`src/design/pipe16_pkg.sv`:
```
package pipe16_pkg;

	localparam int word_w = 16;
	localparam int reg_addr_w = 4;
	localparam int imm_w = 8;
	localparam int opcode_w = 4;

	// The predictor is indexed by pc bits 10 to 1, since instructions are two bytes apart
	localparam int pred_index_w = 10;
	localparam int pred_entries = 1 << pred_index_w;

	localparam logic [opcode_w-1:0] op_sub = 4'd0;
	localparam logic [opcode_w-1:0] op_add = 4'd1;
	localparam logic [opcode_w-1:0] op_inc = 4'd2;
	localparam logic [opcode_w-1:0] op_dec = 4'd3;
	localparam logic [opcode_w-1:0] op_cmp = 4'd5;
	localparam logic [opcode_w-1:0] op_movl = 4'd8;
	localparam logic [opcode_w-1:0] op_movh = 4'd9;
	localparam logic [opcode_w-1:0] op_jump = 4'd14;
	localparam logic [opcode_w-1:0] op_mem = 4'd15;

	// Secondary opcode in bits 7 to 4 of jump instructions
	localparam logic [opcode_w-1:0] xop_jz = 4'd0;
	localparam logic [opcode_w-1:0] xop_jnz = 4'd1;
	localparam logic [opcode_w-1:0] xop_js = 4'd2;
	localparam logic [opcode_w-1:0] xop_jns = 4'd3;

	// Secondary opcode of memory instructions
	localparam logic [opcode_w-1:0] xop_ld = 4'd0;
	localparam logic [opcode_w-1:0] xop_st = 4'd1;

	typedef logic [word_w-1:0] word_t;
	typedef logic [reg_addr_w-1:0] reg_addr_t;

	typedef enum logic [3:0] {
		alu_sub,
		alu_add,
		alu_inc,
		alu_dec,
		alu_cmp,
		alu_movl,
		alu_movh,
		alu_ld,
		alu_st,
		alu_jump,
		op_none,
		op_illegal
	} alu_op_t;

	// Everything execute and writeback need to know about one instruction
	typedef struct packed {
		alu_op_t op;
		reg_addr_t ra;
		reg_addr_t rb;
		reg_addr_t rt;
		logic [imm_w-1:0] imm;
		logic writes_reg;
		logic is_load;
		logic is_store;
		logic is_jump;
		logic [1:0] cond;
	} decoded_t;

endpackage

```
`src/design/pipe16_regfile.sv`:
```
`timescale 1ns/10ps

module pipe16_regfile (
	input logic clk,
	input logic rst,
	input pipe16_pkg::reg_addr_t raddr0,
	input pipe16_pkg::reg_addr_t raddr1,
	output pipe16_pkg::word_t rdata0,
	output pipe16_pkg::word_t rdata1,
	input logic wen,
	input pipe16_pkg::reg_addr_t waddr,
	input pipe16_pkg::word_t wdata
);

	pipe16_pkg::word_t regs [16];

	// A write in the same cycle is visible to the reader right away
	assign rdata0 = (raddr0 == '0) ? '0 : (wen && waddr == raddr0) ? wdata : regs[raddr0];
	assign rdata1 = (raddr1 == '0) ? '0 : (wen && waddr == raddr1) ? wdata : regs[raddr1];

	always_ff @(posedge clk) begin
		if (rst) begin
			for (int i = 0; i < 16; i++) begin
				regs[i] <= '0;
			end
		end else if (wen && waddr != '0) begin
			regs[waddr] <= wdata;
		end
	end

endmodule

```
`config.mk`:
```
export PLATFORM = sky130hd
export DESIGN_NAME = pipe16_regfile
export DESIGN_NICKNAME = d
export VERILOG_FILES = /design/src/design/pipe16_pkg.sv /design/src/design/pipe16_regfile.sv
export SDC_FILE = /design/constraint.sdc
export NUM_CORES = 1
export LEC_CHECK = 0
export BUFFER_PORTS_ARGS = -buffer_cell sky130_fd_sc_hd__buf_2
export CAP_MARGIN = 20
export CORE_ASPECT_RATIO = 1.5
export CORE_MARGIN = 3
export CORE_UTILIZATION = 50
export CTS_CLUSTER_SIZE = 20
export DETAILED_ROUTE_END_ITERATION = 12
export PLACE_DENSITY = 0.67
export SYNTH_ARGS = -nofsm -noshare
export SYNTH_HDL_FRONTEND = slang
export SYNTH_SLANG_ARGS = --single-unit
```
`constraint.sdc`:
```
create_clock -name clk -period 4.9 [get_ports clk]
set_clock_uncertainty 0.05 [all_clocks]
set_input_delay 0.98 -clock clk [delete_from_list [all_inputs] [get_ports clk]]
set_output_delay 0.98 -clock clk [all_outputs]
set_load 0.05 [all_outputs]
```
==> results_dict.tcl <==
set metrics [dict create \
    clock_path_buffers 3 \
    grt.overflow.total 0 \
    fin_crit_sh_pct 88.9 \
    die-area_um2 30300 \
    grt_usage_pct 26.6 \
    clkTransAtPathRegs_ns 0.06 \
    fin_setup_tns_ns 0 \
    antenna_found_initial 1 \
    power_frac_comb_pct 15.1 \
    worstPathArrival_ns 3.33 \
    start_util_pct 51.3 \
    chipHeight_um 212 \
    drt_iter0_drc 948 \
    cap_violations 0 \
    dp_hpwl_um 27600 \
    async_flop_share_pct 0 \
    status "finished clean" \
    rows 74 \
    p_leak_nw 5.66 \
    slew_headroom_pct 28.0 \
    hold_class "in2reg" \
    viasPerCell 6.36 \
    cts_resized 0 \
    root_buffer "clkbuf_16" \
    cp.required_ns 3.87 \
    synth_edf_count 256 \
    setup_viol 0 \
    cts_buffers 26 \
    worstSetupPathType "in2out" \
    largest_reg_flops 256 \
    final_nets 1119 \
    vias 9213 \
    p_int_w 0.00392 \
    grt_pass1_wl_um 60100 \
    synthesis.area_um2 14100 \
    die_width_um 143 \
    ant_nets 0 \
    setup.worst_path.end_class "output port" \
    utilization_pct 56.4 \
    ys_ff_latch 256 \
    firstDrtPassIters 5 \
    switching_share_pct 27.2 \
    critPathMaxFanout 16 \
    tightest_slew_ns 1.08 \
    syn_inst 1047 \
    p_per_area_nw_per_um2 348 \
    hold_viol 0 \
    place_congestion 0.942 \
    synth_most_common_cell "edfxtp_1" \
    slew_viol_final 0 \
    max_freq_ghz 0.230 \
    clkPwrFrac_pct 36.5 \
    synth_ff_type "edfxtp_1" \
    clock_sinks 256 \
    start_kind "primary input" \
    yosys.area.top_type_share_pct 54.5 \
    post-route-drc-count 0 \
    grt_max_degree 37 \
    wl_per_cell_um 27.3 \
    cts_tree "done" \
    yosys.area.top_type "edfxtp_1" \
    vdd_ir_drop_max_v 0.000253 \
    drive_gt1_share_pct 20.1 \
    grt_pass1_vias 9358 \
    ys_types 29 \
    rsz0062_at_grt "no" \
    seqPwrFrac_pct 48.4 \
    core_um2 27500 \
    hold_buffers 0 \
    synth_common_cells "edfxtp_1, and2_1, mux2i_1" \
    ctsHtreeMaxLevel 1 \
    largest_register "regs" \
    fin_crit_ns 4.36 \
    postCtsSetupBuffers 0 \
    io_buffers 62 \
    antenna_cells 0 \
    wl_um 39600 \
    ys_top_cells_by_area "edfxtp_1, and2_1, mux4_2" \
    reg.largest.list "regs: 256 flops" \
    yosysSeqAreaShare_pct 54.5 \
    synth_area_per_cell_um2 13.5 \
    num-fill-cells 2256 \
    yosysWarningCount 0 \
    p_sw_w 0.00147 \
    ioPinCount 63 \
    area_growth_pct 9.95 \
]
-- path summary, 6_finish.rpt --
check,end,from,cells past startpoint
max,rdata0[5],raddr0[0],6
min,regs[7][14],wdata[14],2
-- metrics by stage --
stage / instance area, µm² / instances / power, W / setup WS (ns) / hold slack (ns)
3_5_place_dp: 14600 / 1399 / 0.00346 / 0.625 / 1.46
3_3_place_gp: 14600 / 1399 / 0.00345 / 0.619 / 1.47
5_1_grt: 15500 / 1448 / 0.00554 / 0.484 / 0.918
6_report: 15500 / 1448 / 0.00539 / 0.545 / 0.916
4_1_cts: 15500 / 1445 / 0.00541 / 0.616 / 0.887
2_1_floorplan: 14200 / 1062 / 0.00320 / 0.979 / 1.13
-- metal layers --
metal	routed length [µm]	GRT usage (%)	vias up
met4	1130	8.10	2
met2	20300	44.8	364
met5	20	0	-
met1	15900	36.3	4680
met3	2210	3.21	69
li1	-	-	4098
-- critical path, stage by stage --
cell	delay [ns]
buf_4	0.30
or3b_1	0.75
o22ai_1	0.46
a211oi_1	0.10
a31oi_1	0.39
buf_2	0.34
-- final cells by class --
class / count / area (µm²) / share of cell area [%]
clock buffers: 30 / 687 / 4.43
well taps: 342 / 428 / 2.76
flip-flops and latches: 256 / 7690 / 49.6
repair buffers: 99 / 622 / 4.01
multi-input cells: 705 / 5940 / 38.3
clock inverters: 16 / 143 / 0.920
-- kinds of logic after synthesis --
family	synth area share (%)
AOI/OAI and AO/OA	7.65
xor gates and xnor gates	0.497
buffers and inverters	3.78
DFF	54.5
muxes	19.5
other	0.0266
and+or+nand+nor	14.1
-- power by group through the flow --
| stage | clock, W | sequential [W] | combinational (W) |
|---|---|---|---|
| after floorplan | 0 | 0.00262 | 0.000579 |
| after global routing | 0.00206 | 0.00262 | 0.000855 |
| after global placement | 0 | 0.00264 | 0.000808 |
| after CTS | 0.00199 | 0.00260 | 0.000810 |
| after detailed placement | 0 | 0.00265 | 0.000809 |
| final | 0.00197 | 0.00261 | 0.000816 |
-- layout by cell type (no fill, tap or decap) --
cell type	n
clkbuf_16	27
nor3_1	3
a211oi_1	32
clkbuf_1	3
buf_12	2
clkinv_2	6
clkinvlp_4	2
or3b_1	4
nand3b_1	4
nor2b_1	3
inv_6	2
or3_1	2
a21oi_1	2
edfxtp_1	256
o31ai_1	32
clkinv_1	3
conb_1	16
or2_1	4
o22ai_1	64
buf_4	36
clkinv_4	1
mux2_2	2
nand2b_1	2
and2_1	240
nand3_2	2
nand3_1	31
buf_2	60
mux4_2	64
a31oi_1	30
nor2_1	13
mux2i_1	128
xnor2_1	8
or2_2	15
nand2_1	4
bufinv_16	2
buf_6	1
Note: power is estimated with default switching activity, not from simulation.
