==> src/design/pipe16_pkg.sv <==
package pipe16_pkg;

	localparam int word_w = 16;
	localparam int reg_addr_w = 4;
	localparam int imm_w = 8;
	localparam int opcode_w = 4;

	// The predictor is indexed by pc bits 10 to 1, since instructions are two bytes apart
	localparam int pred_index_w = 10;
	localparam int pred_entries = 1 << pred_index_w;

	localparam logic [opcode_w-1:0] op_sub = 4'd0;
	localparam logic [opcode_w-1:0] op_add = 4'd1;
	localparam logic [opcode_w-1:0] op_inc = 4'd2;
	localparam logic [opcode_w-1:0] op_dec = 4'd3;
	localparam logic [opcode_w-1:0] op_cmp = 4'd5;
	localparam logic [opcode_w-1:0] op_movl = 4'd8;
	localparam logic [opcode_w-1:0] op_movh = 4'd9;
	localparam logic [opcode_w-1:0] op_jump = 4'd14;
	localparam logic [opcode_w-1:0] op_mem = 4'd15;

	// Secondary opcode in bits 7 to 4 of jump instructions
	localparam logic [opcode_w-1:0] xop_jz = 4'd0;
	localparam logic [opcode_w-1:0] xop_jnz = 4'd1;
	localparam logic [opcode_w-1:0] xop_js = 4'd2;
	localparam logic [opcode_w-1:0] xop_jns = 4'd3;

	// Secondary opcode of memory instructions
	localparam logic [opcode_w-1:0] xop_ld = 4'd0;
	localparam logic [opcode_w-1:0] xop_st = 4'd1;

	typedef logic [word_w-1:0] word_t;
	typedef logic [reg_addr_w-1:0] reg_addr_t;

	typedef enum logic [3:0] {
		alu_sub,
		alu_add,
		alu_inc,
		alu_dec,
		alu_cmp,
		alu_movl,
		alu_movh,
		alu_ld,
		alu_st,
		alu_jump,
		op_none,
		op_illegal
	} alu_op_t;

	// Everything execute and writeback need to know about one instruction
	typedef struct packed {
		alu_op_t op;
		reg_addr_t ra;
		reg_addr_t rb;
		reg_addr_t rt;
		logic [imm_w-1:0] imm;
		logic writes_reg;
		logic is_load;
		logic is_store;
		logic is_jump;
		logic [1:0] cond;
	} decoded_t;

endpackage

==> src/design/pipe16_writeback.sv <==
`timescale 1ns/10ps

module pipe16_writeback (
	input logic clk,
	input logic rst,
	input pipe16_pkg::decoded_t ex_dec,
	input pipe16_pkg::word_t ex_result,
	input logic ex_valid,
	input pipe16_pkg::word_t dmem_rdata,
	output logic wb_wen,
	output pipe16_pkg::reg_addr_t wb_addr,
	output pipe16_pkg::word_t wb_data,
	output logic freeze,
	output logic halt
);

	logic halting;

	// The data memory answers a load in the cycle after execute addressed it
	assign wb_data = ex_dec.is_load ? dmem_rdata : ex_result;
	assign wb_addr = ex_dec.rt;
	assign wb_wen = ex_valid && ex_dec.writes_reg && ex_dec.rt != '0;

	assign halting = ex_valid && ex_dec.op == pipe16_pkg::op_illegal;

	// Freezing already in the halting cycle keeps a younger store in execute
	// from reaching memory
	assign freeze = halt || halting;

	always_ff @(posedge clk) begin
		if (rst) begin
			halt <= 1'b0;
		end else if (halting) begin
			halt <= 1'b1;
		end
	end

endmodule

==> config.mk <==
export PLATFORM = sky130hd
export DESIGN_NAME = pipe16_writeback
export DESIGN_NICKNAME = d
export VERILOG_FILES = /design/src/design/pipe16_pkg.sv /design/src/design/pipe16_writeback.sv
export SDC_FILE = /design/constraint.sdc
export NUM_CORES = 1
export LEC_CHECK = 0
export BUFFER_PORTS_ARGS = -buffer_cell sky130_fd_sc_hd__buf_2
export CORE_MARGIN = 5
export CORE_UTILIZATION = 22
export CTS_CLUSTER_DIAMETER = 150
export DETAILED_ROUTE_END_ITERATION = 8
export GPL_ROUTABILITY_DRIVEN = 1
export PLACE_DENSITY_LB_ADDON = 0.3
export SETUP_SLACK_MARGIN = 0.3
export SLEW_MARGIN = 10
export SYNTH_ARGS = -nofsm -noshare
export SYNTH_HDL_FRONTEND = slang
export SYNTH_SLANG_ARGS = --single-unit
==> constraint.sdc <==
create_clock -name clk -period 1.85 [get_ports clk]
set_clock_uncertainty 0.05 [all_clocks]
set_input_delay 0.185 -clock clk [delete_from_list [all_inputs] [get_ports clk]]
set_output_delay 0.185 -clock clk [all_outputs]
set_load 0.02 [all_outputs]
==> impl_metrics.toml <==
[critical_path]
worstPathCellList = "buf_2, mux2_2, buf_2"
cp_data_arrival_time_ns = 1.11
critical_path.most_common_cell = "sky130_fd_sc_hd__buf_2"
path_max_fanout = 16
family_with_the_most_delay_on_the_worst_path = "buffers and inverters"
worstPathBufferInverterCount = 2
required_ns = 1.62
worstSetupPathType = "in -> out"
crit_path_start_kind = "input port"
critical_path.endpoint_type = "output pin"
critPathSlowestCell = "sky130_fd_sc_hd__mux2_2"
critPathMaxStageDelay_ns = 0.40

[sta]
finalHoldViolations = 0
grt_setup_unrepaired = "false"
timing.final.crit_share = 0.726
worstMarginPinSlew_ns = 0.435
timing.slew.headroom = 0.710
setup_tns_ns = 0
clock.fmax_mhz = 745
setup_viol = 0
fin_crit_ns = 1.34
timing.final.max_slew_violations = 0

[grt]
grt.total_usage = 0.114
first_global_vias = 487
grt_max_degree = 17
antenna_found_initial = 0
globalRoute.totalOverflow = 0
global_route_wire_length_before_repair_um = 2370

[layout]
multi_input_area_sq_um = 264
antenna_cells_inserted = 0
flip_flop_count_of_the_largest_register_after_layout = 1
finalCoreUtilization = 0.424
area_growth_pct = 85.1
design.final.nets = 159
reg.largest.list = "halt x1"
layout.filler_cells = 153
commonest_cells_after_routing_fill_and_taps_aside = "67 x sky130_fd_sc_hd__buf_2, 10 x sky130_fd_sc_hd__mux2_4, 6 x sky130_fd_sc_hd__mux2_2"
leading_cell_type_in_the_layout_fill_and_taps_excluded = "sky130_fd_sc_hd__buf_2"
area.sequential_sq_um = 20.0
max_flop_register = "halt"
drive_gt1_frac = 0.902

[clocking]
postCtsSetupBuffers = 0
number_of_resized_instances_in_the_post_cts_repair_step = 0
source_to_sink_clock_delay_at_the_later_pin_of_the_worst_skew_pair_ns = 0
hold_buf_cts = 0
clkTransAtPathRegs_ns = 0

[route]
ant_nets = 0
via_count = 484
drt-wirelength-per-cell_um = 13.9
routed_via_density = 4.48
first_pass_iters = 3
dr.first_iter.drc_count = 2
finalWirelength_um = 1500
drt_drc_violations_left = 0

[logic_synthesis]
net_count_after_synthesis = 96
ys_warn_count = 0
synth_top_area_frac = 0.435
ys_seq_elements = 1
syn_inst = 31
netlist_top_cells_area = "sky130_fd_sc_hd__mux2_4 43%, sky130_fd_sc_hd__mux2_2 20%, sky130_fd_sc_hd__buf_4 8.7%, sky130_fd_sc_hd__buf_12 5.8%, sky130_fd_sc_hd__dfxtp_1 5.8%"
synth_cell_type_count = 13
yosys_top_cell_by_area = "sky130_fd_sc_hd__mux2_4"
synth.cell_area_sq_um = 345
synthesis.area_per_instance_sq_um = 11.1
sequential_to_total_area_share_from_yosys_stat = 0.0580

[power_and_ir_drop]
irDropWorstVdd_uv = 131
pwr-share-comb = 0.887
power.share.switching = 0.433
finalPower_mw = 0.202
lkg_pwr_nw = 0.394
internal_power_mw = 0.115
net-switching-power_mw = 0.0877
clkPwrFrac = 0
powerDensity_nw_per_um2 = 316
seqPwrFrac = 0.113

[floorplanning]
floorplan.die.height_um = 49.6
rows = 14
core_region_area_sq_um = 1510
ios = 88
initial_core_util = 0.229
die_w_um = 49.6
design.die.area_sq_um = 2460

[worst_hold_path]
worstHoldPathType = "in -> reg"

[placement]
gp_congestion = 0.759
portBuffers = 67
place_hpwl_um = 1380

[status]
status = "finished clean"

[run]
timing.max_cap.violations = 0
[per-layer routing]
layer  routed length [um]  vias to the layer above  track usage
li1                     -                      232            -
met1                  589                      198        0.153
met2                  598                       54        0.186
met3                  308                        0       0.0392
met4                    0                        0            0
met5                    0                        -            0
[layout make-up]
class / count / share of cell area
sequential: 1 / 0.0313
multi-input combinational: 24 / 0.413
timing repair buffer: 67 / 0.524
tap: 16 / 0.0313
[worst paths after layout]
kind / start / end / slack [ns] / cells past startpoint
setup / recovery: ex_dec[4] / wb_data[0] / 0.51 / 3
hold / removal: rst / halt / 0.34 / 2
setup reg to reg: halt / halt / 1.26 / 2
hold reg to reg: halt / halt / 0.42 / 2
[Yosys cell counts]
| cell type | count |
|---|---|
| sky130_fd_sc_hd__nand3_1 | 1 |
| sky130_fd_sc_hd__buf_6 | 1 |
| sky130_fd_sc_hd__o31ai_1 | 1 |
| sky130_fd_sc_hd__dfxtp_1 | 1 |
| sky130_fd_sc_hd__mux2_2 | 6 |
| sky130_fd_sc_hd__o21bai_1 | 1 |
| sky130_fd_sc_hd__nand2b_1 | 2 |
| sky130_fd_sc_hd__buf_4 | 4 |
| sky130_fd_sc_hd__buf_12 | 1 |
| sky130_fd_sc_hd__nor2_1 | 1 |
| sky130_fd_sc_hd__mux2_4 | 10 |
| sky130_fd_sc_hd__nor4_1 | 1 |
| sky130_fd_sc_hd__nand2_1 | 1 |
[stage by stage]
step           setup slack, ns  area [sq um]  instances  hold slack (ns)
3_3_place_gp             0.519           639        108            0.346
2_1_floorplan            0.846           345         31            0.237
3_5_place_dp             0.514           639        108            0.345
6_report                 0.508           639        108            0.340
5_1_grt                  0.463           639        108            0.354
4_1_cts                  0.513           639        108            0.345
[power groups by stage]
stage / Sequential (mW) / Clock [mW] / Combinational, mW
after global placement: 0.0228 / 0 / 0.179
final: 0.0228 / 0 / 0.179
after detailed placement: 0.0228 / 0 / 0.181
after global routing: 0.0229 / 0 / 0.193
after floorplan: 0.0234 / 0 / 0.112
after CTS: 0.0228 / 0 / 0.181
[cell families after synthesis]
family,after synthesis,share of synthesized area
buf+inv,6,0.178
mux,16,0.630
flops,1,0.0580
simple gates,6,0.0906
compound gates,2,0.0435
(Power assumes the default switching activity.)
