### src/design/pipe16_pkg.sv
package pipe16_pkg;

	localparam int word_w = 16;
	localparam int reg_addr_w = 4;
	localparam int imm_w = 8;
	localparam int opcode_w = 4;

	// The predictor is indexed by pc bits 10 to 1, since instructions are two bytes apart
	localparam int pred_index_w = 10;
	localparam int pred_entries = 1 << pred_index_w;

	localparam logic [opcode_w-1:0] op_sub = 4'd0;
	localparam logic [opcode_w-1:0] op_add = 4'd1;
	localparam logic [opcode_w-1:0] op_inc = 4'd2;
	localparam logic [opcode_w-1:0] op_dec = 4'd3;
	localparam logic [opcode_w-1:0] op_cmp = 4'd5;
	localparam logic [opcode_w-1:0] op_movl = 4'd8;
	localparam logic [opcode_w-1:0] op_movh = 4'd9;
	localparam logic [opcode_w-1:0] op_jump = 4'd14;
	localparam logic [opcode_w-1:0] op_mem = 4'd15;

	// Secondary opcode in bits 7 to 4 of jump instructions
	localparam logic [opcode_w-1:0] xop_jz = 4'd0;
	localparam logic [opcode_w-1:0] xop_jnz = 4'd1;
	localparam logic [opcode_w-1:0] xop_js = 4'd2;
	localparam logic [opcode_w-1:0] xop_jns = 4'd3;

	// Secondary opcode of memory instructions
	localparam logic [opcode_w-1:0] xop_ld = 4'd0;
	localparam logic [opcode_w-1:0] xop_st = 4'd1;

	typedef logic [word_w-1:0] word_t;
	typedef logic [reg_addr_w-1:0] reg_addr_t;

	typedef enum logic [3:0] {
		alu_sub,
		alu_add,
		alu_inc,
		alu_dec,
		alu_cmp,
		alu_movl,
		alu_movh,
		alu_ld,
		alu_st,
		alu_jump,
		op_none,
		op_illegal
	} alu_op_t;

	// Everything execute and writeback need to know about one instruction
	typedef struct packed {
		alu_op_t op;
		reg_addr_t ra;
		reg_addr_t rb;
		reg_addr_t rt;
		logic [imm_w-1:0] imm;
		logic writes_reg;
		logic is_load;
		logic is_store;
		logic is_jump;
		logic [1:0] cond;
	} decoded_t;

endpackage

### src/design/pipe16_fetch.sv
`timescale 1ns/10ps

module pipe16_fetch (
	input logic clk,
	input logic rst,
	input logic stall,
	input logic freeze,
	input logic redirect,
	input pipe16_pkg::word_t redirect_pc,
	input pipe16_pkg::word_t predicted_pc,
	output pipe16_pkg::word_t imem_addr,
	input pipe16_pkg::word_t imem_data,
	output pipe16_pkg::word_t pc_lookup,
	output pipe16_pkg::word_t if_instr,
	output pipe16_pkg::word_t if_pc,
	output pipe16_pkg::word_t if_pred_pc,
	output logic if_valid
);

	pipe16_pkg::word_t pc;
	pipe16_pkg::word_t hold_instr;
	logic hold_valid;

	assign imem_addr = pc;
	assign pc_lookup = pc;

	// After a stall the memory already returns the word after the held one,
	// so decode is fed from the hold buffer for one cycle
	assign if_instr = hold_valid ? hold_instr : imem_data;

	always_ff @(posedge clk) begin
		if (rst) begin
			pc <= '0;
			if_valid <= 1'b0;
			hold_valid <= 1'b0;
		end else if (!freeze) begin
			if (redirect) begin
				pc <= redirect_pc;
				if_valid <= 1'b0;
				hold_valid <= 1'b0;
			end else if (stall) begin
				hold_valid <= 1'b1;
			end else begin
				pc <= predicted_pc;
				if_valid <= 1'b1;
				hold_valid <= 1'b0;
			end
		end
	end

	always_ff @(posedge clk) begin
		if (!freeze) begin
			if (stall) begin
				hold_instr <= if_instr;
			end else begin
				if_pc <= pc;
				if_pred_pc <= predicted_pc;
			end
		end
	end

endmodule

### config.mk
export PLATFORM = sky130hd
export DESIGN_NAME = pipe16_fetch
export DESIGN_NICKNAME = d
export VERILOG_FILES = /design/src/design/pipe16_pkg.sv /design/src/design/pipe16_fetch.sv
export SDC_FILE = /design/constraint.sdc
export NUM_CORES = 1
export LEC_CHECK = 0
export BUFFER_PORTS_ARGS = -buffer_cell sky130_fd_sc_hd__buf_2
export CAP_MARGIN = 10
export CORE_MARGIN = 2
export CORE_UTILIZATION = 40
export DETAILED_ROUTE_END_ITERATION = 10
export PLACE_DENSITY = 0.72
export SLEW_MARGIN = 20
export SYNTH_ARGS = -nofsm -noshare
export SYNTH_HDL_FRONTEND = slang
export SYNTH_SLANG_ARGS = --single-unit
### constraint.sdc
create_clock -name clk -period 3.25 [get_ports clk]
set_clock_uncertainty 0.2 [all_clocks]
set_input_delay 0.8125 -clock clk [delete_from_list [all_inputs] [get_ports clk]]
set_output_delay 0.8125 -clock clk [all_outputs]
set_load 0.02 [all_outputs]
==> impl_metrics.toml <==
[placed_design]
post-dp-hpwl_um = 4091
dp.cells = 367
placed_area_um2 = 3247
portBuffers = 133
gp_congestion = 0.7026

[floorplan]
coreArea_um2 = 6386
initial_core_util_pct = 41.63
die_w_um = 85.53
io_pins = 134
die_area_um2 = 7315
chipHeight_um = 85.53
num_rows = 29

[timing]
period_minus_slack_ns = 2.687
tns_ns = 0
final_hold_viol_count = 0
max-slew-margin-rel_pct = 54.42
rsz0062_at_grt = "false"
fmax_mhz = 372.1
worstMarginPinSlew_ns = 0.6828
maxSlewViolCount = 0
finalSetupViolations = 0
fin_crit_sh_pct = 82.68

[route]
routed_wl_um = 5576
drt_pass1_iterations = 4
drtIter0Drc = 83
ant_nets = 0
wl_per_cell_um = 14.56
via_per_inst = 4.687
drc = 0
vias = 1795

[grt]
grt_max_degree = 37
grt_usage_pct = 15.36
grt_pass1_wl_um = 8507
grt_overflow = 0
antenna_found_initial = 0
grt_pass1_vias = 1700

[logic_synthesis]
yosys.cell_count.top_type = "edfxtp_1"
syn_area_per_cell_um2 = 14.61
synth_common_cells = "edfxtp_1 (48), dfxtp_1 (18), buf_4 (17), mux2i_1 (17)"
syn_area_um2 = 2659
ys_ff_latch = 66
ys_seq_area_share_pct = 67.76
synth_edf_count = 48
ys_warn_count = 0
yosysTopAreaCell = "edfxtp_1"
syn_inst = 182
synth_xor_area_share_pct = 0
synthTopCellsByArea = "edfxtp_1 (54%), dfxtp_1 (14%), mux2_2 (6.8%)"
async_flop_share_pct = 0
synth_top_area_share_pct = 54.21
synth_compound_area_share_pct = 6.024
synth_cell_types = 18
synth_top_flop_cell = "edfxtp_1"
synthMuxAreaShare_pct = 13.18
synth_fa_ha_area_share_pct = 0
synth-simple-area-share_pct = 5.365
synth_top_family_by_area = "multiplexers"
synth_fp_nets = 235

[cts]
numCtsBuffers = 9
worstSkewPairLatency_ns = 0.33
clk_pin_slew_worst_paths_ns = 0.07
h-tree-depth = 3
clk_path_buf_depth = 2
cts_setup_buffers = 0
cts_hold_buf = 0
cts_root_buffer = "clkbuf_8"
cts_sinks = 66
cts_resized = 0
cts_tree = "yes"

[pwr]
max-vdd-ir-drop_mv = 0.2488
leakage_nw = 1.498
pwr_density_cell_nw_per_um2 = 527.3
total_power_mw = 1.793

[critical_path]
critical_path_class = "reg2out"
cp_cell_sequence = "mux2_2, buf_2"
cp-start-kind = "register"
cp_slowest_cell = "dfxtp_1"
crit_required_ns = 2.24
end_kind = "output port"
cp_max_fo = 17
arrival_ns = 1.67
slowest_delay_ns = 0.76

[run_status]
outcome = "finished, final reports clean"

[final_layout]
area.growth.synth_to_final_pct = 27.91
finalNonFillerCells = 383
final_cell_area_um2 = 3401
drive_gt1_share_pct = 54.25
diodes = 0
nNetsFinal = 354

[worst_hold_path]
min_path_type = "reg2reg"

[flow_run]
drv_cap = 0
-- report_power, final --
group	leakage (nW)	switching (mW)	internal, mW	total [mW]
combinational	0.816	0.163	0.100	0.263
sequential	0.600	0.0214	0.955	0.977
clock	0.0816	0.282	0.271	0.553
-- metal layers --
| metal | global-route usage, % | wire (um) |
|---|---|---|
| met1 | 21.06 | 2596 |
| met2 | 22.16 | 2481 |
| met3 | 5.775 | 404 |
| met4 | 6.061 | 95 |
| met5 | 0 | 0 |
-- through the flow --
stage	setup WS [ns]	hold slack, ns	utilization (%)
final	0.5627	0.2779	53.25
after global routing	0.4495	0.3027	53.25
after CTS	0.5221	0.2882	53.25
after detailed placement	0.8700	0.2704	50.84
after global placement	0.8985	0.2581	50.84
after floorplan	0.2347	0.3678	-
-- registers in the layout, indices dropped and copies added, names as in the netlist --
| register | count |
|---|---|
| hold_instr | 16 |
| if_pc | 16 |
| if_pred_pc | 16 |
| imem_addr | 16 |
| hold_valid | 1 |
| if_valid | 1 |
-- final timing paths --
path / start / to / slack, ns / cells after the start
max: hold_valid$_SDFFE_PP0N_ / if_instr[10] / 0.56 / 2
min: imem_addr[13]$_SDFFE_PP0P_ / if_pc[13]$_DFFE_PP_ / 0.28 / 0
min reg2reg: imem_addr[13]$_SDFFE_PP0P_ / if_pc[13]$_DFFE_PP_ / 0.28 / 0
max reg2reg: hold_valid$_SDFFE_PP0N_ / hold_instr[10]$_DFFE_PP_ / 1.61 / 1
-- cell usage in the layout (no fill, tap or decap), types with 2 or more instances in the layout --
cell and instances:
clkbuf_1 3, buf_2 133, a21oi_1 16, or3_1 16, nor2_1 2, edfxtp_1 48, nor2b_1 2, mux2i_1 17
buf_4 3, mux2_2 16, dfxtp_1 18, o21ai_0 7, o21ai_1 9, clkbuf_8 9, clkinv_2 3
-- area by class of cell --
class	count	area, um2
Fill cell	582	2985
Sequential cell	66	1802
Timing Repair Buffer	136	688.2
Multi-Input combinational cell	88	660.6
Clock buffer	12	135.1
Tap cell	77	96.34
Clock inverter	4	18.77
-- critical path: cells and delay by family, from the launching register on --
| kind | cells | cell delay [ns] |
|---|---|---|
| muxes | 1 | 0.43 |
| buffers and inverters | 1 | 0.16 |
| DFF | 1 | 0.76 |
-- kinds of logic (layout without fill, tap and decap cells) --
| logic type | after synthesis | count (layout) |
|---|---|---|
| DFF | 66 | 66 |
| muxes | 33 | 33 |
| AOI/OAI and AO/OA | 32 | 32 |
| buffers and inverters | 28 | 152 |
| and+or+nand+nor | 23 | 23 |
Power figures use the tool's default switching activity.
