===== config.mk =====
export PLATFORM = sky130hd
export DESIGN_NAME = pipe16_decode
export DESIGN_NICKNAME = d
export VERILOG_FILES = /design/src/design/pipe16_pkg.sv /design/src/design/pipe16_decode.sv
export SDC_FILE = /design/constraint.sdc
export NUM_CORES = 1
export LEC_CHECK = 0
export BUFFER_PORTS_ARGS = -buffer_cell sky130_fd_sc_hd__buf_2
export CAP_MARGIN = 25
export CORE_MARGIN = 3
export CORE_UTILIZATION = 40
export CTS_CLUSTER_SIZE = 16
export DETAILED_ROUTE_END_ITERATION = 10
export PLACE_DENSITY = 0.74
export SYNTH_ARGS = -nofsm -noshare
export SYNTH_HDL_FRONTEND = slang
export SYNTH_SLANG_ARGS = --single-unit

===== constraint.sdc =====
create_clock -name clk -period 3 [get_ports clk]
set_input_delay 0.6 -clock clk [delete_from_list [all_inputs] [get_ports clk]]
set_output_delay 0.6 -clock clk [all_outputs]
set_load 0.02 [all_outputs]

===== src/design/pipe16_pkg.sv =====
package pipe16_pkg;

	localparam int word_w = 16;
	localparam int reg_addr_w = 4;
	localparam int imm_w = 8;
	localparam int opcode_w = 4;

	// The predictor is indexed by pc bits 10 to 1, since instructions are two bytes apart
	localparam int pred_index_w = 10;
	localparam int pred_entries = 1 << pred_index_w;

	localparam logic [opcode_w-1:0] op_sub = 4'd0;
	localparam logic [opcode_w-1:0] op_add = 4'd1;
	localparam logic [opcode_w-1:0] op_inc = 4'd2;
	localparam logic [opcode_w-1:0] op_dec = 4'd3;
	localparam logic [opcode_w-1:0] op_cmp = 4'd5;
	localparam logic [opcode_w-1:0] op_movl = 4'd8;
	localparam logic [opcode_w-1:0] op_movh = 4'd9;
	localparam logic [opcode_w-1:0] op_jump = 4'd14;
	localparam logic [opcode_w-1:0] op_mem = 4'd15;

	// Secondary opcode in bits 7 to 4 of jump instructions
	localparam logic [opcode_w-1:0] xop_jz = 4'd0;
	localparam logic [opcode_w-1:0] xop_jnz = 4'd1;
	localparam logic [opcode_w-1:0] xop_js = 4'd2;
	localparam logic [opcode_w-1:0] xop_jns = 4'd3;

	// Secondary opcode of memory instructions
	localparam logic [opcode_w-1:0] xop_ld = 4'd0;
	localparam logic [opcode_w-1:0] xop_st = 4'd1;

	typedef logic [word_w-1:0] word_t;
	typedef logic [reg_addr_w-1:0] reg_addr_t;

	typedef enum logic [3:0] {
		alu_sub,
		alu_add,
		alu_inc,
		alu_dec,
		alu_cmp,
		alu_movl,
		alu_movh,
		alu_ld,
		alu_st,
		alu_jump,
		op_none,
		op_illegal
	} alu_op_t;

	// Everything execute and writeback need to know about one instruction
	typedef struct packed {
		alu_op_t op;
		reg_addr_t ra;
		reg_addr_t rb;
		reg_addr_t rt;
		logic [imm_w-1:0] imm;
		logic writes_reg;
		logic is_load;
		logic is_store;
		logic is_jump;
		logic [1:0] cond;
	} decoded_t;

endpackage


===== src/design/pipe16_decode.sv =====
`timescale 1ns/10ps

module pipe16_decode (
	input logic clk,
	input logic rst,
	input logic freeze,
	input logic redirect,
	input pipe16_pkg::word_t if_instr,
	input pipe16_pkg::word_t if_pc,
	input pipe16_pkg::word_t if_pred_pc,
	input logic if_valid,
	output pipe16_pkg::reg_addr_t raddr0,
	output pipe16_pkg::reg_addr_t raddr1,
	input pipe16_pkg::word_t rdata0,
	input pipe16_pkg::word_t rdata1,
	output logic stall,
	output pipe16_pkg::decoded_t id_dec,
	output pipe16_pkg::word_t id_va,
	output pipe16_pkg::word_t id_vb,
	output pipe16_pkg::word_t id_pc,
	output pipe16_pkg::word_t id_pred_pc,
	output logic id_valid
);

	logic [3:0] opcode;
	logic [3:0] xop;
	pipe16_pkg::decoded_t dec;
	pipe16_pkg::decoded_t bubble;
	logic reads_a;
	logic reads_b;
	logic load_hazard;
	logic insert_bubble;

	assign opcode = if_instr[15:12];
	assign xop = if_instr[7:4];

	always_comb begin
		dec = '0;
		dec.ra = if_instr[11:8];
		dec.rb = if_instr[7:4];
		dec.rt = if_instr[3:0];
		dec.imm = if_instr[11:4];
		dec.cond = xop[1:0];
		case (opcode)
			pipe16_pkg::op_sub: dec.op = pipe16_pkg::alu_sub;
			pipe16_pkg::op_add: dec.op = pipe16_pkg::alu_add;
			pipe16_pkg::op_inc: dec.op = pipe16_pkg::alu_inc;
			pipe16_pkg::op_dec: dec.op = pipe16_pkg::alu_dec;
			pipe16_pkg::op_cmp: dec.op = pipe16_pkg::alu_cmp;
			pipe16_pkg::op_movl: dec.op = pipe16_pkg::alu_movl;
			pipe16_pkg::op_movh: dec.op = pipe16_pkg::alu_movh;
			pipe16_pkg::op_jump: begin
				if (xop inside {pipe16_pkg::xop_jz, pipe16_pkg::xop_jnz,
						pipe16_pkg::xop_js, pipe16_pkg::xop_jns}) begin
					dec.op = pipe16_pkg::alu_jump;
					dec.is_jump = 1'b1;
				end else begin
					dec.op = pipe16_pkg::op_illegal;
				end
			end
			pipe16_pkg::op_mem: begin
				if (xop == pipe16_pkg::xop_ld) begin
					dec.op = pipe16_pkg::alu_ld;
					dec.is_load = 1'b1;
				end else if (xop == pipe16_pkg::xop_st) begin
					dec.op = pipe16_pkg::alu_st;
					dec.is_store = 1'b1;
				end else begin
					dec.op = pipe16_pkg::op_illegal;
				end
			end
			default: dec.op = pipe16_pkg::op_illegal;
		endcase
		dec.writes_reg = dec.op inside {pipe16_pkg::alu_sub, pipe16_pkg::alu_add,
			pipe16_pkg::alu_inc, pipe16_pkg::alu_dec, pipe16_pkg::alu_cmp,
			pipe16_pkg::alu_movl, pipe16_pkg::alu_movh, pipe16_pkg::alu_ld};
	end

	always_comb begin
		bubble = '0;
		bubble.op = pipe16_pkg::op_none;
	end

	// Only the three-register forms read rb, everything else reads rt on port 1
	assign raddr0 = dec.ra;
	assign raddr1 = (dec.op inside {pipe16_pkg::alu_sub, pipe16_pkg::alu_add,
		pipe16_pkg::alu_cmp}) ? dec.rb : dec.rt;

	assign reads_a = dec.op inside {pipe16_pkg::alu_sub, pipe16_pkg::alu_add,
		pipe16_pkg::alu_cmp, pipe16_pkg::alu_jump, pipe16_pkg::alu_ld, pipe16_pkg::alu_st};
	assign reads_b = !(dec.op inside {pipe16_pkg::alu_movl, pipe16_pkg::alu_ld,
		pipe16_pkg::op_illegal});

	// Load data only shows up in writeback, one cycle too late for the next instruction
	assign load_hazard = id_valid && id_dec.is_load && id_dec.rt != '0 &&
		((reads_a && id_dec.rt == raddr0) || (reads_b && id_dec.rt == raddr1));
	assign stall = if_valid && load_hazard && !redirect;

	assign insert_bubble = !if_valid || stall || redirect;

	always_ff @(posedge clk) begin
		if (rst) begin
			id_valid <= 1'b0;
		end else if (!freeze) begin
			id_valid <= !insert_bubble;
		end
	end

	always_ff @(posedge clk) begin
		if (!freeze) begin
			id_dec <= insert_bubble ? bubble : dec;
			id_va <= rdata0;
			id_vb <= rdata1;
			id_pc <= if_pc;
			id_pred_pc <= if_pred_pc;
		end
	end

endmodule


==> out/results.txt <==
pwr dens - 584.8 nW/um^2
drt first pass iters - 4
Peak VDD IR - 0.0002417 V
initial antenna violation count - 1
Post-synth EDFFs - 84
Yosys reg bits - 85
total gr overflow - 0
Layout area overhead - 35.86%
largest net degree at the start of global routing - 57
H-tree depth - 3
Hold Crit Class - primary input to register
Yosys top cell area share - 76.33%
share of post-route cells with drive strength above 1 - 58.42%
Commonest cells post-synth - edfxtp_1 (84), and2_1 (16), buf_4 (15)
vias - 2253
drt wl/cell - 17.00 microns
Avg Synthesized Cell Area - 17.30 sq um
Root Driver - clkbuf_8
Slew @ Worst Pin - 0.5211 ns
CP Class - primary input to primary output
Port Buf Inserts - 188
Worst Setup Start Kind - primary input
Placement Setup Slack - 0.03637 ns
final core occ - 56.92%
relative slew slack - 65.22%
DP Wirelength - 6.351 mm
crit share post-route - 94.40%
final hold vios - 0
Ports - 189
final setup margin - 0.1680 ns
Critical Path AT - 2.23 ns
Main synth FF type - edfxtp_1
Critical Path Fanout Max - 5
Tmin final - 2.832 ns
RD Place Congestion - 0.7736
Cell Area, Synth - 3304 sq um
Setup-failing EPs final - 0
Synth Instances - 191
cell taking the most area after synthesis - edfxtp_1
TNS Setup - 0 ns
Clock Sinks - 85
CTS tree - built
Max-Cap Viols - 0
Max Clock Freq - 353.1 MHz
Nets - 460
Die Y - 96.89 microns
total power - 2.625 mW
top-count cell post-synth - edfxtp_1
final wirelength - 8.212 mm
maximum clock path buffer count - 2
Fin Hold WS - 0.4163 ns
worst skew pair latency - 0.34 ns
placeable core region - 7888 sq um
Row Count - 32
fin. max-slew vios - 0
Required @ worst endpoint - 2.40 ns
vias in the first global route - 2238
post-DR vias/cell - 4.665
Clock Pin Slew Worst Setup and Hold Paths - 0.10 ns
CTS Buf Count - 9
RSZ-0062 raised after global routing - false
ys async rst share - 0%
DRT iter0 DRCs - 74
DR DRC count - 0
first-pass GRT wire length - 12.55 mm
CTS Hold Bufs - 0
crit path capture type - primary output
Starting Density - 41.89%
antenna-violating nets left - 0
Leak - 1.973 nW
Die Width - 96.89 microns
Synth Net Count - 276
Synth cell types - 45
GRT Total Usage - 17.42%
status - finished clean
DIE AREA - 9388 sq um
Syn. warnings - 0
Worst Skew - 0.01346 ns
register area share after synthesis - 76.94%
Synth area leaders - edfxtp_1 (76%), buf_4 (3.4%), and2_1 (3.0%), xnor2_1 (1.9%), mux2_2 (1.4%)
-- state kept, by name, indices dropped and copies added (netlist names) --
register,count
id_pred_pc,16
id_dec,20
id_pc,16
id_vb,16
id_va,16
id_valid,1
-- layout by cell type, fill, tap and decap left out, types with 3 or more instances in the layout --
cell / n
buf_2: 188
inv_6: 3
nor2_1: 5
and2_1: 16
edfxtp_1: 84
nor2b_1: 3
xnor2_1: 7
o21ai_0: 3
mux2_2: 4
nand2_1: 4
clkbuf_8: 9
nand2b_1: 4
-- final cells by class --
class,instances,area [sq um]
flip-flops and latches,85,2542
clock buffers,9,123.9
well taps,102,127.6
clock inverters,7,80.08
repair buffers,191,975.9
fillers,669,3398
diodes,1,2.502
multi-input cells,85,624.3
inverters,3,12.51
-- critical path, stage by stage --
cell	delay, ns
buf_2	0.12
nand4b_2	0.24
o32ai_2	0.29
a21o_1	0.17
a21o_2	0.15
o211ai_1	0.12
a2111oi_2	0.32
buf_2	0.23
-- where the power goes --
group | internal [mW] | switching [mW]
Sequential | 1.40 | 0.0275
Combinational | 0.137 | 0.238
Clock | 0.398 | 0.429
Total | 1.93 | 0.694
-- layer usage --
| layer | track usage [%] | vias to the layer above | share of wire, % |
|---|---|---|---|
| met2 | 30.94 | 104 | 54 |
| li1 | - | 1075 | - |
| met5 | 0 | - | 0 |
| met3 | 4.614 | 9 | 6.3 |
| met4 | 5.724 | 0 | 1.5 |
| met1 | 20.42 | 1065 | 39 |
-- stage by stage --
stage	area (sq um)	cells
floorplan	3304	191
global placement	4268	465
detailed placement	4268	465
CTS	4472	481
global route	4489	483
finish	4489	483
-- cells by family after synthesis --
| group | Yosys count | synth area share [%] |
|---|---|---|
| DFF | 85 | 76.94 |
| and+or+nand+nor | 50 | 9.429 |
| buffers and inverters | 21 | 4.392 |
| AOI/OAI and AO/OA | 21 | 5.187 |
| xor gates and xnor gates | 9 | 2.386 |
| muxes | 5 | 1.666 |
-- repair_timing --
item,CTS,global route
setup endpoints to repair,0,1
resized for setup,0,1
buffers inserted,0,1
-- path summary, 6_finish.rpt --
kind               start         end  slack [ns]  cells past startpoint
max          if_instr[7]       stall        0.17                      8
min           rdata0[10]   id_va[10]        0.42                      1
min reg2reg     id_valid    id_valid        0.64                      2
max reg2reg   id_dec[15]  id_dec[27]        0.76                      5
(Power assumes the default switching activity.)
