File: src/design/pipe16_pkg.sv
package pipe16_pkg;

	localparam int word_w = 16;
	localparam int reg_addr_w = 4;
	localparam int imm_w = 8;
	localparam int opcode_w = 4;

	// The predictor is indexed by pc bits 10 to 1, since instructions are two bytes apart
	localparam int pred_index_w = 10;
	localparam int pred_entries = 1 << pred_index_w;

	localparam logic [opcode_w-1:0] op_sub = 4'd0;
	localparam logic [opcode_w-1:0] op_add = 4'd1;
	localparam logic [opcode_w-1:0] op_inc = 4'd2;
	localparam logic [opcode_w-1:0] op_dec = 4'd3;
	localparam logic [opcode_w-1:0] op_cmp = 4'd5;
	localparam logic [opcode_w-1:0] op_movl = 4'd8;
	localparam logic [opcode_w-1:0] op_movh = 4'd9;
	localparam logic [opcode_w-1:0] op_jump = 4'd14;
	localparam logic [opcode_w-1:0] op_mem = 4'd15;

	// Secondary opcode in bits 7 to 4 of jump instructions
	localparam logic [opcode_w-1:0] xop_jz = 4'd0;
	localparam logic [opcode_w-1:0] xop_jnz = 4'd1;
	localparam logic [opcode_w-1:0] xop_js = 4'd2;
	localparam logic [opcode_w-1:0] xop_jns = 4'd3;

	// Secondary opcode of memory instructions
	localparam logic [opcode_w-1:0] xop_ld = 4'd0;
	localparam logic [opcode_w-1:0] xop_st = 4'd1;

	typedef logic [word_w-1:0] word_t;
	typedef logic [reg_addr_w-1:0] reg_addr_t;

	typedef enum logic [3:0] {
		alu_sub,
		alu_add,
		alu_inc,
		alu_dec,
		alu_cmp,
		alu_movl,
		alu_movh,
		alu_ld,
		alu_st,
		alu_jump,
		op_none,
		op_illegal
	} alu_op_t;

	// Everything execute and writeback need to know about one instruction
	typedef struct packed {
		alu_op_t op;
		reg_addr_t ra;
		reg_addr_t rb;
		reg_addr_t rt;
		logic [imm_w-1:0] imm;
		logic writes_reg;
		logic is_load;
		logic is_store;
		logic is_jump;
		logic [1:0] cond;
	} decoded_t;

endpackage

File: src/design/pipe16_execute.sv
`timescale 1ns/10ps

module pipe16_execute (
	input logic clk,
	input logic rst,
	input logic freeze,
	input pipe16_pkg::decoded_t id_dec,
	input pipe16_pkg::word_t id_va,
	input pipe16_pkg::word_t id_vb,
	input pipe16_pkg::word_t id_pc,
	input pipe16_pkg::word_t id_pred_pc,
	input logic id_valid,
	input logic wb_wen,
	input pipe16_pkg::reg_addr_t wb_addr,
	input pipe16_pkg::word_t wb_data,
	output logic redirect,
	output pipe16_pkg::word_t redirect_pc,
	output logic pred_update,
	output pipe16_pkg::word_t dmem_raddr,
	output pipe16_pkg::word_t dmem_waddr,
	output pipe16_pkg::word_t dmem_wdata,
	output logic dmem_wen,
	output pipe16_pkg::decoded_t ex_dec,
	output pipe16_pkg::word_t ex_result,
	output logic ex_valid
);

	pipe16_pkg::reg_addr_t b_addr;
	pipe16_pkg::word_t va;
	pipe16_pkg::word_t vb;
	pipe16_pkg::word_t result;
	pipe16_pkg::word_t next_pc;
	logic taken;

	// The writeback bus carries last cycle's execute result, or the load data
	assign b_addr = (id_dec.op inside {pipe16_pkg::alu_sub, pipe16_pkg::alu_add,
		pipe16_pkg::alu_cmp}) ? id_dec.rb : id_dec.rt;
	assign va = (wb_wen && wb_addr == id_dec.ra) ? wb_data : id_va;
	// Holds vb for the three-register forms and vt for all others
	assign vb = (wb_wen && wb_addr == b_addr) ? wb_data : id_vb;

	always_comb begin
		case (id_dec.op)
			pipe16_pkg::alu_sub: result = va - vb;
			pipe16_pkg::alu_add: result = va + vb;
			pipe16_pkg::alu_inc: result = vb + {8'h00, id_dec.imm};
			pipe16_pkg::alu_dec: result = vb - {8'h00, id_dec.imm};
			pipe16_pkg::alu_cmp: result = {15'd0, va == vb};
			pipe16_pkg::alu_movl: result = {{8{id_dec.imm[7]}}, id_dec.imm};
			pipe16_pkg::alu_movh: result = {id_dec.imm, vb[7:0]};
			default: result = '0;
		endcase
	end

	always_comb begin
		case ({2'b00, id_dec.cond})
			pipe16_pkg::xop_jz: taken = (va == '0);
			pipe16_pkg::xop_jnz: taken = (va != '0);
			pipe16_pkg::xop_js: taken = va[15];
			pipe16_pkg::xop_jns: taken = !va[15];
			default: taken = 1'b0;
		endcase
	end

	// Every valid instruction checks the guess, so aliased predictor hits are also caught
	assign next_pc = (id_dec.is_jump && taken) ? vb : id_pc + 16'd2;
	assign redirect = id_valid && !freeze && next_pc != id_pred_pc;
	assign redirect_pc = next_pc;
	assign pred_update = redirect && id_dec.is_jump && taken;

	assign dmem_raddr = va;
	assign dmem_waddr = va;
	assign dmem_wdata = vb;
	assign dmem_wen = id_valid && id_dec.is_store && !freeze;

	always_ff @(posedge clk) begin
		if (rst) begin
			ex_valid <= 1'b0;
		end else if (!freeze) begin
			ex_valid <= id_valid;
		end
	end

	always_ff @(posedge clk) begin
		if (!freeze) begin
			ex_dec <= id_dec;
			ex_result <= result;
		end
	end

endmodule

File: config.mk
export PLATFORM = sky130hd
export DESIGN_NAME = pipe16_execute
export DESIGN_NICKNAME = d
export VERILOG_FILES = /design/src/design/pipe16_pkg.sv /design/src/design/pipe16_execute.sv
export SDC_FILE = /design/constraint.sdc
export NUM_CORES = 1
export LEC_CHECK = 0
export ABC_AREA = 1
export BUFFER_PORTS_ARGS = -buffer_cell sky130_fd_sc_hd__buf_2
export CORE_MARGIN = 4
export CORE_UTILIZATION = 52
export DETAILED_ROUTE_END_ITERATION = 10
export PLACE_DENSITY = 0.9
export SYNTH_ARGS = -nofsm -noshare
export SYNTH_HDL_FRONTEND = slang
export SYNTH_SLANG_ARGS = --single-unit
File: constraint.sdc
create_clock -name clk -period 5.27 [get_ports clk]
set_input_delay 1.054 -clock clk [delete_from_list [all_inputs] [get_ports clk]]
set_output_delay 1.054 -clock clk [all_outputs]
set_load 0.02 [all_outputs]
==> flow_summary.ini, run 1 <==
[synth]
synth.most_common_cell = nand2_1
ys_top_cells_by_count = nand2_1 (326), inv_1 (166), nand3_1 (93), nor2_1 (68), edfxtp_1 (46)
netlist.area_leader.share_pct = 21.55
synth_mux_area_share_pct = 0
synth_flop_cell = edfxtp_1
ys_top_cells_by_area = edfxtp_1 (22%), nand2_1 (19%), inv_1 (9.7%)
ys_ff_latch = 47
async_flop_share_pct = 0
syn-num-nets = 1180
yosys.area_share.adder_pct = 5.192
synth_warnings = 0
yosys.cell_types.count = 54
synth_edf_count = 46
synth_seq_area_share_pct = 21.86
syn_area_um2 = 6410
synthXorXnorAreaFrac_pct = 2.440
yosys.area_share.simple_pct = 43.90
synth_cells = 1035
synth-compound-area-share_pct = 12.04
synth_top_family_by_area = simple AND/OR/NAND/NOR gates
synth_top_cell_by_area = edfxtp_1
syn_area_per_cell_um2 = 6.193

[placed_design]
place_worst_setup_slack_ns = 0.1552
gp_routability_congestion = 0.9511
placed_cell_area_um2 = 7606
portBuffers = 232
hpwl_mm = 18.14

[clocking]
clockBufferDepth = 2
cts_buffers = 5
cts-root-buf = clkbuf_16
path_clk_slew_ns = 0.06
clkSinkCount = 47
clk_latency_ns = 0.29
htreeDepth = 2
cts_tree = built

[critical_path]
r2r_setup_slack_ns = 4.69
end_kind = output pin
cp.arrival_ns = 3.95
cp_max_fo = 17
required_ns = 4.22
critPathLaunchType = input pin
worst-setup-path-type = in -> out

[min_path]
hp-class = reg -> reg

[global_routing]
grt-ovfl-total = 0
grt_antenna_before_repair = 0
grt_pass1_wl_mm = 34.33
grt_pass1_vias = 6977
track_usage_pct = 29.92
grt_max_degree = 47

[drt]
drc_errors = 0
wl_per_cell_um = 15.60
wirelength_mm = 22.29
via_per_inst = 5.383
drtIter0Drc = 780
num_vias = 7693
dr.pass1.iters = 7
ant_nets = 0

[die]
fp.dieH_um = 119.0
die_w_um = 119.0
rows = 40
coreArea_um2 = 12060
pin_count = 233
start_util_pct = 53.14
die_area_um2 = 14170

[layout]
fillers = 1115
diodes = 0
nets = 1405
seqCellArea_um2 = 1401
area_growth_pct = 23.93
drive_gt1_share_pct = 27.20
fin_area_um2 = 7944
multi_input_area_um2 = 4149

[status]
status = completed

[sta]
max-slew-margin-rel_pct = 21.48
finClkSkew_ns = 0
slew_violations = 0
tightest_slew_ns = 1.173
period_needed_ns = 4.999
setup_viol = 0
finalHoldViolations = 0
setup_slack_ns = 0.2706
min_period_over_period_pct = 94.87
tns_ns = 0
fmax_ghz = 0.2000

[power]
power.density_nw_per_um2 = 218.6
peakVddDrop_uv = 144.4
p_leak_nw = 4.427

[job]
maxCapViolations = 0
==> through the flow <==
step	utilization (%)	std cells	total power [mW]	hold WS (ns)
floorplan	-	1035	1.032	0.5340
global placement	63.06	1412	1.262	0.4439
detailed placement	63.06	1412	1.271	0.4596
CTS	64.69	1420	1.710	0.4701
global route	65.86	1429	1.846	0.5133
finish	65.86	1429	1.737	0.4660
==> area by class of cell <==
type	instances	area share, %
clock inverter	3	0.8978
tap	168	2.646
sequential	47	17.64
clock buffer	5	1.575
multi-input combinational	778	52.23
timing repair buffer	252	16.70
inverter	176	8.316
==> report_power, final <==
| part | switching (mW) | total (mW) | internal [mW] |
|---|---|---|---|
| Sequential | 0.00661 | 0.457 | 0.450 |
| Clock | 0.164 | 0.440 | 0.276 |
| Combinational | 0.564 | 0.840 | 0.276 |
| Total | 0.735 | 1.74 | 1.00 |
==> path summary, 6_finish.rpt <==
kind	from	endpoint	cells after the start
hold reg to reg	ex_valid	ex_valid	2
setup / recovery	id_dec[29]	pred_update	23
setup reg to reg	ex_valid	ex_valid	2
hold / removal	ex_valid	ex_valid	2
==> repair_timing <==
item,4_1_cts,5_1_grt
buffers inserted,0,7
endpoints found under the setup margin,0,2
gates resized for setup,0,14
hold buffers,0,0
==> sequential cells by signal, summed over array words and instances, names as in the netlist <==
register,flops
ex_dec,30
ex_result,16
ex_valid,1
==> worst max-delay path: stages <==
cell and delay (ns):
buf_2 0.12, nor2_2 0.17, nand2_1 0.20, nand2_2 0.18
nand2_1 0.07, nand3_1 0.07, nand2_1 0.11, nor2_4 0.25
nand3_4 0.24, buf_4 0.22, o21ai_2 0.24, inv_2 0.13
nand4_1 0.15, nand2_1 0.08, nand2_1 0.06, nand2_1 0.04
nor2_1 0.08, nand2_1 0.06, nor2_1 0.08, nand2_1 0.06
nand2_1 0.08, nor2_1 0.04, buf_2 0.15
==> routing by layer <==
metal | share of wire (%) | wire, um | track usage [%]
met1 | 42 | 9278 | 40.19
met2 | 46 | 10200 | 48.29
met3 | 9.7 | 2160 | 6.030
met4 | 2.9 | 654 | 9.486
met5 | 0 | 0 | 0
==> cells in the final DEF, fill, tap and decap left out, drive strengths merged, types with 3 or more instances in the layout <==
cell type / count
buf: 252
a21o: 3
nand2: 347
a21oi: 27
nor2: 89
xor2: 12
nand3b: 15
or2: 3
clkbuf: 5
nand3: 100
nor3: 7
o2111ai: 4
inv: 175
ha: 25
xnor2: 5
edfxtp: 46
a31oi: 5
o21ai: 61
a21boi: 6
nand4: 48
o21bai: 4
==> cells by family (layout without fill, tap and decap cells) <==
group,count (synthesis),in the layout
adders and majority gates,26,26
and+or+nand+nor,610,612
DFF,47,47
AOI/OAI and AO/OA,123,123
buffers and inverters,212,436
xor gates and xnor gates,17,17
Power figures use the tool's default switching activity.
==> run 2: changes to the inputs <==
--- a/config.mk
+++ b/config.mk
@@ -11,6 +11,7 @@
 export CORE_UTILIZATION = 52
 export DETAILED_ROUTE_END_ITERATION = 10
 export PLACE_DENSITY = 0.9
+export RECOVER_POWER = 50
 export SYNTH_ARGS = -nofsm -noshare
 export SYNTH_HDL_FRONTEND = slang
 export SYNTH_SLANG_ARGS = --single-unit
==> flow_summary.ini, run 2 (synthesized netlist as in run 1, its figures left out) <==
[sta]
slew_violations = 47
max-slew-margin-rel_pct = -70.81
fmax_ghz = 0.1997
setup_viol = 0
min_period_over_period_pct = 95.00
tightest_slew_ns = 2.562
finalHoldViolations = 0
finClkSkew_ns = 0
period_needed_ns = 5.007

[die]
rows = 40
start_util_pct = 53.14
die_area_um2 = 14170
pin_count = 233
coreArea_um2 = 12060
die_w_um = 119.0
fp.dieH_um = 119.0

[placed_design]
hpwl_mm = 18.14
gp_routability_congestion = 0.9511
portBuffers = 232
dp_cells = 1412

[critical_path]
critPathLaunchType = input pin
reg2regPathDepth = 2
cpMostUsedCell = nand2_1
worst-setup-path-type = in -> out
cp_slowest_cell = nand3_4
cp.arrival_ns = 3.95
cp_max_fo = 17
end_kind = output pin
r2r_setup_slack_ns = 4.68
critPathMaxStageDelay_ns = 0.25
required_ns = 4.22
crit_chain = buf_2 > nor2_2 > nand2_1 > nand2_2 > nand2_1 > nand3_1 > nand2_1 > nor2_4 > nand3_4 > buf_4 > o21ai_2 > inv_2 > nand4_1 > nand2_1 > nand2_1 > nand2_1 > nor2_1 > nand2_1 > nor2_1 > nand2_1 > nand2_1 > nor2_1 > buf_2

[layout]
top_register = ex_dec
seqCellArea_um2 = 1401
area_growth_pct = 22.92
final_cell_mix = nand2_1 (325), buf_2 (183), inv_1 (165)
layout_commonest_cell = nand2_1
final_cells = 1429
multi_input_area_um2 = 4149
largest_reg_flops = 30
fillers = 1134
diodes = 0
nets = 1405
reg_top3 = ex_dec x30, ex_result x16, ex_valid x1
drive_gt1_share_pct = 23.16

[drt]
via_per_inst = 5.358
dr.pass1.iters = 6
wirelength_mm = 22.36
top_layer = met4
route.met3.wl_mm = 2.126
met2_length_mm = 10.28
num_vias = 7657
wl_met1_mm = 9.337
wl_per_cell_um = 15.64
drtIter0Drc = 742
ant_nets = 0
drc_errors = 0

[clocking]
cts_tree = built
clk_latency_ns = 0.29
clockBufferDepth = 2
path_clk_slew_ns = 0.06
clkSinkCount = 47
htreeDepth = 2
cts_buffers = 5
cts-root-buf = clkbuf_16

[power]
clockPowerShare_pct = 25.4
power.total_mw = 1.731
peakVddDrop_uv = 143.8
seq_power_share_pct = 26.5
p_int_uw = 995.0
switching_share_pct = 42.51
p_sw_uw = 735.8
power.density_nw_per_um2 = 219.7
p_comb_share_pct = 48.1
p_leak_nw = 4.288

[global_routing]
grt_antenna_before_repair = 0
grt_max_degree = 47
grt_pass1_wl_mm = 34.33
grt-ovfl-total = 0
track_usage_pct = 29.92
grt_pass1_vias = 6977

[status]
violations = capacitance limit, slew limit
status = complete, but fails checks

[min_path]
hp-class = reg -> reg
min_path_cells = 2

[job]
maxCapViolations = 1
==> run 2: power groups by stage <==
stage	Clock (mW)	Sequential [mW]	Combinational [mW]
finish	0.440	0.458	0.832
global placement	0	0.464	0.798
detailed placement	0	0.465	0.806
CTS	0.442	0.457	0.811
global route	0.458	0.462	0.919
floorplan	0	0.513	0.519
==> run 2: cell type report <==
cell class	count	share of cell area (%)
multi-input cells	778	52.66
clock inverters	3	0.9052
repair buffers	252	16.01
flip-flops and latches	47	17.79
clock buffers	5	1.588
well taps	168	2.668
inverters	176	8.385
==> run 2: layer usage <==
metal  up-vias  global-route usage, %
met3        50                  6.030
met1      3400                  40.19
met5         -                      0
met2       380                  48.29
li1       3827                      -
met4         0                  9.486
==> run 2: stage by stage <==
step                hold slack (ns)  setup WS (ns)  instance area [um^2]  utilization, %  setup TNS, ns
floorplan                    0.5340         0.5996                  6410               -              0
global placement             0.4439         0.2649                  7606           63.06              0
detailed placement           0.4596         0.1552                  7606           63.06              0
CTS                          0.4701         0.1289                  7802           64.69              0
global route                 0.5147       -0.02932                  7879           65.32       -0.04674
finish                       0.4684         0.2633                  7879           65.32              0
==> run 2: critical path: cells and delay by family <==
| family | cells | cell delay (ns) |
|---|---|---|
| buffers and inverters | 4 | 0.62 |
| AOI/OAI and AO/OA | 1 | 0.24 |
| and+or+nand+nor | 18 | 2.03 |
==> run 2: timing repair <==
| item | 4_1_cts | 5_1_grt |
|---|---|---|
| resized for setup | 0 | 14 |
| hold buffers | 0 | 0 |
| endpoints found under the setup margin | 0 | 2 |
| setup buffers | 0 | 7 |
==> run 2: worst paths after layout <==
kind	start	end
setup reg to reg	ex_valid	ex_valid
hold / removal	ex_valid	ex_valid
setup / recovery	id_dec[29]	pred_update
hold reg to reg	ex_valid	ex_valid
==> run 3: changes to the inputs <==
--- a/config.mk
+++ b/config.mk
@@ -8,9 +8,9 @@
 export ABC_AREA = 1
 export BUFFER_PORTS_ARGS = -buffer_cell sky130_fd_sc_hd__buf_2
 export CORE_MARGIN = 4
-export CORE_UTILIZATION = 52
+export CORE_UTILIZATION = 30
 export DETAILED_ROUTE_END_ITERATION = 10
-export PLACE_DENSITY = 0.9
+export PLACE_DENSITY = 0.6
 export RECOVER_POWER = 50
 export SYNTH_ARGS = -nofsm -noshare
 export SYNTH_HDL_FRONTEND = slang
==> flow_summary.ini, run 3 (synthesized netlist as in run 1, its figures left out) <==
[sta]
holdWs_ns = 0.4678
slew_violations = 47
setup_viol = 0
max-slew-margin-rel_pct = -80.78
min_period_over_period_pct = 93.71
finClkSkew_ns = 0
setup_slack_ns = 0.3317
tns_ns = 0
fmax_ghz = 0.2025
tightest_slew_ns = 2.712
finalHoldViolations = 0
rsz0062_at_grt = no
period_needed_ns = 4.938

[power]
power.total_mw = 1.628
p_leak_nw = 4.279
peakVddDrop_uv = 126.0
power.density_nw_per_um2 = 204.4

[layout]
largest_reg_flops = 30
final_util_pct = 37.89
layout_commonest_cell = nand2_1
fillers = 2322
nets = 1409
drive_gt1_share_pct = 23.24
diodes = 0
final_cell_mix = nand2_1 (325), buf_2 (184), inv_1 (165)
final_cells = 1540
fin_area_um2 = 7965
top_register = ex_dec
area_growth_pct = 24.26
reg_top3 = ex_dec x30, ex_result x16, ex_valid x1

[drt]
drc_errors = 0
ant_nets = 0
num_vias = 7366
dr.pass1.iters = 6
via_per_inst = 4.783
wirelength_mm = 23.95
wl_per_cell_um = 15.55
drtIter0Drc = 543

[job]
maxCapViolations = 1

[die]
fp.dieH_um = 154.2
coreArea_um2 = 21020
rows = 53
die_area_um2 = 23770
pin_count = 233
start_util_pct = 30.49
die_w_um = 154.2

[clocking]
ctsHoldBuffers = 0
cts-root-buf = clkbuf_16
clk_latency_ns = 0.31
htreeDepth = 2
cts_buffers = 5
clockBufferDepth = 2
path_clk_slew_ns = 0.08
cts_tree = built
clkSinkCount = 47

[global_routing]
grt_pass1_vias = 7039
grt_pass1_wl_mm = 36.85
track_usage_pct = 19.40
grt_antenna_before_repair = 0
grt-ovfl-total = 0
grt_max_degree = 47

[min_path]
min_to = ex_valid
min_path_cells = 2
hp-class = reg -> reg
worstHoldStart = ex_valid

[critical_path]
crit_buf_inv = 4
cp_max_fo = 12
critPathLaunchType = input pin
critPathMaxStageDelay_ns = 0.25
r2r_setup_slack_ns = 4.70
cp_slowest_cell = buf_4
crit_family = simple AND/OR/NAND/NOR gates
worst-setup-path-type = in -> out
crit_chain = clkbuf_1 > nor2_2 > nand2_1 > nand2_2 > nand2_1 > nand3_1 > nand2_1 > nor2_4 > nand3_4 > buf_4 > nand2_2 > inv_2 > nor2_4 > nand4_1 > nand3_1 > nand2_1 > nor2_1 > nand2_1 > nor2_1 > nand2_1 > nand2_1 > nor2_1 > buf_2
end_kind = output pin
regToRegEndpoint = ex_valid
cpMostUsedCell = nand2_1
reg2reg_from = ex_valid
reg2regPathDepth = 2
required_ns = 4.22
cp.arrival_ns = 3.88

[status]
status = complete, but fails checks
violations = capacitance limit, slew limit

[placed_design]
portBuffers = 232
placed_cell_area_um2 = 7807
hpwl_mm = 20.28
gp_routability_congestion = 0.9200
dp_cells = 1528
place_worst_setup_slack_ns = 0.2167
==> run 3: worst max-delay path by stage <==
stage / depth (start not counted) / startpoint / endpoint / slack (ns)
after floorplan: 22 / id_dec[24] / pred_update / 0.60
after global placement: 23 / id_dec[29] / pred_update / 0.30
final: 23 / id_dec[29] / pred_update / 0.33
after detailed placement: 23 / id_dec[29] / pred_update / 0.22
after CTS: 23 / id_dec[29] / pred_update / 0.22
after global routing: 23 / id_dec[29] / pred_update / 0.005
==> run 3: power by group <==
part           total (mW)  internal (mW)  switching, mW
combinational       0.833          0.268          0.565
sequential          0.459          0.451        0.00797
clock               0.336          0.178          0.158
total                1.63          0.898          0.731
==> run 3: worst min-delay path: stages, from the launching register on <==
cell and delay, ns:
dfxtp_1 0.31, nand2_1 0.06, a21oi_1 0.05
==> run 3: final cells by class <==
| class | instances | area (um^2) | area share [%] |
|---|---|---|---|
| inverters | 176 | 660.6 | 8.294 |
| well taps | 275 | 344.1 | 4.320 |
| multi-input cells | 777 | 4121 | 51.74 |
| clock inverters | 2 | 16.27 | 0.2042 |
| flip-flops and latches | 47 | 1401 | 17.59 |
| clock buffers | 6 | 128.9 | 1.618 |
| repair buffers | 257 | 1292 | 16.23 |
==> run 3: timing repair <==
item | 4_1_cts | 5_1_grt
buffers inserted | 0 | 3
setup endpoints to repair | 0 | 2
gates resized for setup | 0 | 10
==> run 3: layer usage <==
| layer | wire length [um] | track usage (%) |
|---|---|---|
| met3 | 1444 | 2.518 |
| met4 | 571 | 5.677 |
| met1 | 11070 | 27.31 |
| met5 | 0 | 0 |
| met2 | 10870 | 31.11 |
